**config.mk**
```make
export PLATFORM = sky130hd
export DESIGN_NAME = instr_decoder
export DESIGN_NICKNAME = d
export VERILOG_FILES = /design/src/hw/core_pkg.sv /design/src/hw/instr_decoder.sv
export VERILOG_INCLUDE_DIRS = /design/src /design/src/hw
export SDC_FILE = /design/constraint.sdc
export NUM_CORES = 1
export LEC_CHECK = 0
export ABC_AREA = 1
export BUFFER_PORTS_ARGS = -buffer_cell sky130_fd_sc_hd__buf_2
export CORE_AREA = 2 2 123 125
export DETAILED_ROUTE_END_ITERATION = 8
export DIE_AREA = 0 0 125 127
export PLACE_DENSITY = 0.67
export SYNTH_ARGS = -nofsm -noshare
export SYNTH_HDL_FRONTEND = slang
export SYNTH_SLANG_ARGS = --single-unit
```
**constraint.sdc**
```tcl
create_clock -name vclk -period 3.3
set_clock_uncertainty 0.05 [all_clocks]
set_input_delay 0.495 -clock vclk [all_inputs]
set_output_delay 0.495 -clock vclk [all_outputs]
set_load 0.01 [all_outputs]
```
**src/hw/core_config.svh**
```systemverilog
`ifndef CORE_CONFIG_SVH
`define CORE_CONFIG_SVH

// datapath and address width
`define CORE_XLEN 32

// architectural registers, x0 included
`define CORE_NUM_REGS 32

// data memory depth in 32-bit words
`define CORE_DMEM_WORDS 256

`endif

```
**src/hw/core_pkg.sv**
```systemverilog
`include "core_config.svh"

package core_pkg;

  typedef logic [`CORE_XLEN-1:0] word_t;
  typedef logic [$clog2(`CORE_NUM_REGS)-1:0] reg_idx_t;
  typedef logic [31:0] instr_t;

  typedef enum logic [3:0] {
    ALU_ADD,
    ALU_SUB,
    ALU_XOR,
    ALU_OR,
    ALU_AND,
    ALU_SLL,
    ALU_SRL,
    ALU_SRA,
    ALU_EQ
  } alu_cmd_t;

  typedef enum logic [3:0] {
    MEM_NONE,
    MEM_LB,
    MEM_LH,
    MEM_LW,
    MEM_LBU,
    MEM_LHU,
    MEM_SB,
    MEM_SH,
    MEM_SW
  } mem_access_t;

  // major opcodes, instr[6:0]
  localparam logic [6:0] OPC_R      = 7'b0110011;
  localparam logic [6:0] OPC_IMM    = 7'b0010011;
  localparam logic [6:0] OPC_LOAD   = 7'b0000011;
  localparam logic [6:0] OPC_STORE  = 7'b0100011;
  localparam logic [6:0] OPC_BRANCH = 7'b1100011;
  localparam logic [6:0] OPC_LUI    = 7'b0110111;
  localparam logic [6:0] OPC_AUIPC  = 7'b0010111;
  localparam logic [6:0] OPC_JAL    = 7'b1101111;

  // instruction word plus the pc it was fetched from
  typedef struct packed {
    instr_t instr;
    word_t  pc;
  } issue_t;

  // everything the execute stage needs
  typedef struct packed {
    alu_cmd_t    alu_cmd;
    mem_access_t mem_access;
    word_t       op1;
    word_t       op2;
    word_t       store_data;
    reg_idx_t    rd;
    logic        rd_we;
    logic        is_branch;
    logic        is_jal;
    word_t       branch_target;
    logic        illegal;
    word_t       pc;
  } decode_t;

  typedef struct packed {
    word_t    pc;
    reg_idx_t rd;
    logic     rd_we;
    word_t    wb_data;
    word_t    next_pc;
    logic     illegal;
  } retire_t;

endpackage

```
**src/hw/instr_decoder.sv**
```systemverilog
`timescale 1ns/1ps

module instr_decoder
  import core_pkg::*;
(
  input  issue_t   issue,
  output reg_idx_t rs1,
  output reg_idx_t rs2,
  input  word_t    rs1_data,
  input  word_t    rs2_data,
  output decode_t  dec
);

  // don't-care fields for the casez patterns
  localparam logic [4:0]  ANY5  = 'z;
  localparam logic [11:0] ANY12 = 'z;
  localparam logic [24:0] ANY25 = 'z;

  instr_t     instr;
  logic [6:0] opcode;
  reg_idx_t   rd;
  word_t      imm_i;
  word_t      imm_s;
  word_t      imm_b;
  word_t      imm_u;
  word_t      imm_j;
  alu_cmd_t    alu_cmd;
  mem_access_t mem_access;
  logic        illegal;
  logic        writes_rd;

  assign instr  = issue.instr;
  assign opcode = instr[6:0];
  assign rd     = instr[11:7];
  assign rs1    = instr[19:15];
  assign rs2    = instr[24:20];

  // immediates, already sign extended to a full word
  assign imm_i = {{20{instr[31]}}, instr[31:20]};
  assign imm_s = {{20{instr[31]}}, instr[31:25], instr[11:7]};
  assign imm_b = {{19{instr[31]}}, instr[31], instr[7], instr[30:25], instr[11:8], 1'b0};
  assign imm_u = {instr[31:12], 12'h000};
  assign imm_j = {{11{instr[31]}}, instr[31], instr[19:12], instr[20], instr[30:21], 1'b0};

  // full-encoding match, anything not listed is illegal
  always_comb begin
    alu_cmd    = ALU_ADD;
    mem_access = MEM_NONE;
    illegal    = 1'b0;
    casez (instr)
      {7'b0000000, ANY5, ANY5, 3'b000, ANY5, OPC_R},
      {ANY12, ANY5, 3'b000, ANY5, OPC_IMM},
      {ANY25, OPC_LUI},
      {ANY25, OPC_AUIPC},
      {ANY25, OPC_JAL}:                               alu_cmd = ALU_ADD;
      {7'b0100000, ANY5, ANY5, 3'b000, ANY5, OPC_R}:  alu_cmd = ALU_SUB;
      {7'b0000000, ANY5, ANY5, 3'b100, ANY5, OPC_R},
      {ANY12, ANY5, 3'b100, ANY5, OPC_IMM}:           alu_cmd = ALU_XOR;
      {7'b0000000, ANY5, ANY5, 3'b110, ANY5, OPC_R},
      {ANY12, ANY5, 3'b110, ANY5, OPC_IMM}:           alu_cmd = ALU_OR;
      {7'b0000000, ANY5, ANY5, 3'b111, ANY5, OPC_R},
      {ANY12, ANY5, 3'b111, ANY5, OPC_IMM}:           alu_cmd = ALU_AND;
      {7'b0000000, ANY5, ANY5, 3'b001, ANY5, OPC_R},
      {7'b0000000, ANY5, ANY5, 3'b001, ANY5, OPC_IMM}: alu_cmd = ALU_SLL;
      {7'b0000000, ANY5, ANY5, 3'b101, ANY5, OPC_R},
      {7'b0000000, ANY5, ANY5, 3'b101, ANY5, OPC_IMM}: alu_cmd = ALU_SRL;
      {7'b0100000, ANY5, ANY5, 3'b101, ANY5, OPC_R},
      {7'b0100000, ANY5, ANY5, 3'b101, ANY5, OPC_IMM}: alu_cmd = ALU_SRA;
      {ANY12, ANY5, 3'b000, ANY5, OPC_BRANCH}:        alu_cmd = ALU_EQ;
      {ANY12, ANY5, 3'b000, ANY5, OPC_LOAD}:          mem_access = MEM_LB;
      {ANY12, ANY5, 3'b001, ANY5, OPC_LOAD}:          mem_access = MEM_LH;
      {ANY12, ANY5, 3'b010, ANY5, OPC_LOAD}:          mem_access = MEM_LW;
      {ANY12, ANY5, 3'b100, ANY5, OPC_LOAD}:          mem_access = MEM_LBU;
      {ANY12, ANY5, 3'b101, ANY5, OPC_LOAD}:          mem_access = MEM_LHU;
      {ANY12, ANY5, 3'b000, ANY5, OPC_STORE}:         mem_access = MEM_SB;
      {ANY12, ANY5, 3'b001, ANY5, OPC_STORE}:         mem_access = MEM_SH;
      {ANY12, ANY5, 3'b010, ANY5, OPC_STORE}:         mem_access = MEM_SW;
      default:                                        illegal = 1'b1;
    endcase
  end

  assign writes_rd = opcode inside {OPC_R, OPC_IMM, OPC_LOAD, OPC_LUI, OPC_AUIPC, OPC_JAL};

  always_comb begin
    dec            = '0;
    dec.alu_cmd    = alu_cmd;
    dec.mem_access = mem_access;
    dec.store_data = rs2_data;
    dec.rd         = rd;
    dec.rd_we      = writes_rd && !illegal;
    dec.is_branch  = (opcode == OPC_BRANCH) && !illegal;
    dec.is_jal     = (opcode == OPC_JAL) && !illegal;
    dec.illegal    = illegal;
    dec.pc         = issue.pc;
    // jal jumps by imm_j, beq by imm_b
    dec.branch_target = issue.pc + ((opcode == OPC_JAL) ? imm_j : imm_b);

    // operands per format, alu adds them for address and target forms
    case (opcode)
      OPC_R, OPC_BRANCH: begin
        dec.op1 = rs1_data;
        dec.op2 = rs2_data;
      end
      OPC_IMM, OPC_LOAD: begin
        dec.op1 = rs1_data;
        dec.op2 = imm_i;
      end
      OPC_STORE: begin
        dec.op1 = rs1_data;
        dec.op2 = imm_s;
      end
      OPC_LUI: begin
        dec.op1 = imm_u;
        dec.op2 = '0;
      end
      OPC_AUIPC: begin
        dec.op1 = imm_u;
        dec.op2 = issue.pc;
      end
      OPC_JAL: begin
        dec.op1 = imm_j;
        dec.op2 = issue.pc;
      end
      default: begin
        dec.op1 = '0;
        dec.op2 = '0;
      end
    endcase
  end

endmodule

```
# Word level (Yosys, flattened, before mapping)
# Index checks and enable logic that the tools add are counted.
# Widths: inputs -> output; s select.
[classes]
n_eq_ne = 32
mux = 5
add_sub_neg = 1
n_reduce_logical = 13
[ops]
columns = ["operator", "count"]
rows = [
  ["$pmux 64 s6", 1],
  ["$eq 17x10->1 const B", 5],
  ["$pmux 4 s8", 2],
  ["$eq 17x16->1 const B", 3],
  ["$eq 10x10->1 const B", 5],
  ["$eq 17x8->1 const B", 2],
  ["$add 32x32->32", 1],
  ["$reduce_or 27->1", 1],
  ["$eq 7x6->1 const B", 3],
  ["$eq 10x8->1 const B", 2],
  ["$eq 10x9->1 const B", 2],
  ["$mux 20", 1],
  ["$eq 17x6->1 const B", 1],
  ["$reduce_or 2->1", 8],
  ["$eq 7x5->1 const B", 2],
  ["$eq 7x7->1 const B", 2],
  ["$eq 10x2->1 const B", 1],
  ["$eq 10x5->1 const B", 1],
  ["$eq 10x6->1 const B", 1],
  ["$eq 10x7->1 const B", 1],
  ["$eq 7x2->1 const B", 1],
  ["$reduce_bool 6->1", 1],
  ["$logic_and 1x1->1", 3],
  ["$mux 1", 1],
]
[word_totals]
output_inout_bits = 187
in_bits = 128
regBits = 0

# Depth between registers and ports, before layout
[logic_depth]
depth_word = 3
mapped_depth = 18
mapped_depth_nobuf = 17

# Least setup slack after synthesis
# Ideal clock, no wire load.
[synth_path]
path_kind = "in2out"
start = "in issue[37] in the netlist's numbering"
end = "out dec[54] in the netlist's numbering"
path_stages = 17
t_arrival_ps = 2734
path_slack_ps = 21
cell_sequence = "inv_2 nor2_4 nand4_2 clkbuf_1 o21ai_0 ha_1 inv_1 fa_1 o21ai_0 nand2_1 nand2_1 nand2_1 nand2_1 nand3_1 nand2_1 nand2_1 nand2_1"
[synth_rtl]
columns = ["item", "line_no", "rtl"]
rows = [
  ["start, declared", "instr_decoder.sv:6", "input issue_t issue,"],
  ["end, declared", "instr_decoder.sv:11", "output decode_t dec"],
]

==> impl_results.md <==
- Total Wirelength: 21,800 um
- Gate power share: 100.0%
- Pint: 0.398 mW
- Layout Nets: 1,261
- VDD IR max: 66.6 uV
- Die H: 127 um
- Syn avg cell area: 5.33 um2
- Core Box Area: 14,400 um2
- Switching Fraction: 59.2%
- CP max-delay cell: fa_2
- Synth cell types: 37
- Most frequent cell after synthesis: nand2_1
- Multi-input logic area: 3810 um2
- LEAKAGE: 3.80 nW
- Post-synth top cells: nand2_1 (246), inv_1 (89), buf_4 (82)
- Cells along the critical path: buf_6 -> nor2_4 -> nand4_4 -> buf_6 -> o21ai_2 -> ha_2 -> inv_2 -> fa_2 -> o21ai_2 -> buf_6 -> nand2_4 -> nand2_4 -> nand2_4 -> nand2_4 -> nand3_2 -> nand2_1 -> nand2_1 -> nand2_2 -> buf_6
- Clock buffer cells: 0
- First-pass GRT wire length: 31,700 um
- Rows: 44
- Switch Pwr: 0.577 mW
- Die outline area: 15,900 um2
- Crit. path cell count: 19
- Final setup fails: 0
- Sequential Power Share: 0%
- DRT iter0 DRCs: 368
- Buf+Inv Stages, Crit Path: 5
- Status: finished clean
- Mapped Nets: 985
- Gr usage total: 24.6%
- Initial antenna violation count: 2
- Crit path max-delay family: simple AND/OR/NAND/NOR gates
- Largest net degree at the start of global routing: 33
- Layout Cells excl Fill: 1,285
- CP Class: in -> out
- Detail Placement HPWL: 18,200 um
- Grt ovf: 0
- Max cap viols: 0
- Io pins: 315
- CP arrival: 2.71 ns
- Via density: 5.05
- Reg area: 0 um2
- CP required: 2.75 ns
- Post-Synthesis Cells: 825
- CP startpoint kind: primary input
- Input/output buffers: 315
- Final Cycle Share: 98.6%
- Crit path from: issue[36]
- Slew @ Worst Pin: 0.459 ns
- DR pass1 iterations: 5
- Top-area cell type share of the netlist area: 21.0%
- Post-Route Setup TNS: 0 ns
- FILL cells: 1,614
- Layout cells sized above 1: 47.0%
- Pre-CTS setup slack: -0.169 ns
- Starting Density: 30.5%
- Crit end category: output pin
- Hold-fix buffers, CTS: 0
- Layout area overhead: 47.5%
- Seq Cell Count: 0
- Routed Antenna Nets: 0
- Final setup margin: 0.0463 ns
- Drc violations: 0
- DIE WIDTH: 125 um
- Post-synth top area cell: nand2_1
- Cell count after placement: 1,268
- RSZ-0062 raised after global routing: true
- Leading post-synthesis cells by cell area: nand2_1 (21%), buf_4 (14%), ha_1 (8.8%)
- Worst setup path end: dec[52]
- Yosys warning count: 0
- RePlAce Congestion: 0.995
- Total number of vias: 6,486
- Mapped Area: 4400 um2
- Minimum clock period: 3.25 ns
- WL/cell: 17.0 um
- FMAX: 307 MHz
- Final Hold Fails: 0
- Register area share after synthesis: 0%
- Pwr/cell area: 150 nW/um2
- CP peak stage delay: 0.36 ns
- Clock power share: 0%
- Vias in the first global route: 6,028
- Slew headroom: 69.3%
- Pwr Total: 0.976 mW
- Fin. max-slew vios: 0
- Core Util, Final: 45.0%
- Worst min path class: in -> out
- Worst-path fanout max: 3
## how the worst min path moves through the flow
stage / startpoint / end / slack (ns) / depth (start not counted)
2_1_floorplan: issue[44] / dec[172] / 0.99 / 1
3_3_place_gp: rs2_data[22] / dec[95] / 1.14 / 2
3_5_place_dp: rs2_data[25] / dec[98] / 1.14 / 2
4_1_cts: rs2_data[25] / dec[98] / 1.14 / 2
5_1_grt: rs2_data[25] / dec[98] / 1.14 / 2
6_report: rs2_data[22] / dec[95] / 1.14 / 2
## cell type report
cell class / count / share of cell area (%)
Multi-Input combinational cell: 628 / 58.7
Timing Repair Buffer: 376 / 32.1
Inverter: 95 / 5.54
Tap cell: 184 / 3.55
Antenna cell: 2 / 0.0772
## per-layer routing
layer | GRT usage (%) | vias to the layer above | share of wire [%]
met3 | 2.01 | 34 | 6.4
met4 | 5.16 | 0 | 2.3
met2 | 48.4 | 329 | 53
met1 | 28.9 | 2948 | 39
met5 | 0 | - | 0
li1 | - | 3175 | -
## metrics by stage
| stage | hold WS [ns] | area (um2) |
|---|---|---|
| after floorplan | 0.990 | 4400 |
| final | 1.14 | 6480 |
| after global routing | 1.14 | 6480 |
| after global placement | 1.14 | 5830 |
| after detailed placement | 1.14 | 5830 |
| after CTS | 1.14 | 6060 |
## kinds of logic after synthesis
logic type,after synthesis,share of synthesized area [%]
and+or+nand+nor,429,43.3
buffers and inverters,197,24.5
AOI/OAI and AO/OA,151,19.7
adders and majority gates,32,9.28
xor gates and xnor gates,16,3.19
## placed cells by master, fill, tap and decap left out, drive strengths merged
master / instances
a21o: 2
a21oi: 36
a31oi: 2
buf: 376
diode: 2
fa: 1
ha: 31
inv: 95
nand2: 247
nand3: 72
nand3b: 1
nand4: 9
nor2: 82
nor3: 13
nor4: 4
o2111ai: 6
o211ai: 18
o21a: 4
o21ai: 80
o21bai: 2
o31ai: 1
or2: 1
xnor2: 2
xor2: 14
## what timing repair did
action | in CTS | in global routing
pin swaps | 13 | 28
endpoints found under the setup margin | 17 | 23
gates resized for setup | 46 | 107
setup buffers | 9 | 5
cloned | 1 | 0
## power by group through the flow
stage | logic, mW | clock network, mW | registers [mW]
after floorplan | 0.498 | 0 | 0
after global placement | 0.847 | 0 | 0
after detailed placement | 0.845 | 0 | 0
after CTS | 0.887 | 0 | 0
after global routing | 1.06 | 0.0000000812 | 0
final | 0.976 | 0.0000000812 | 0
Power figures use the tool's default switching activity.
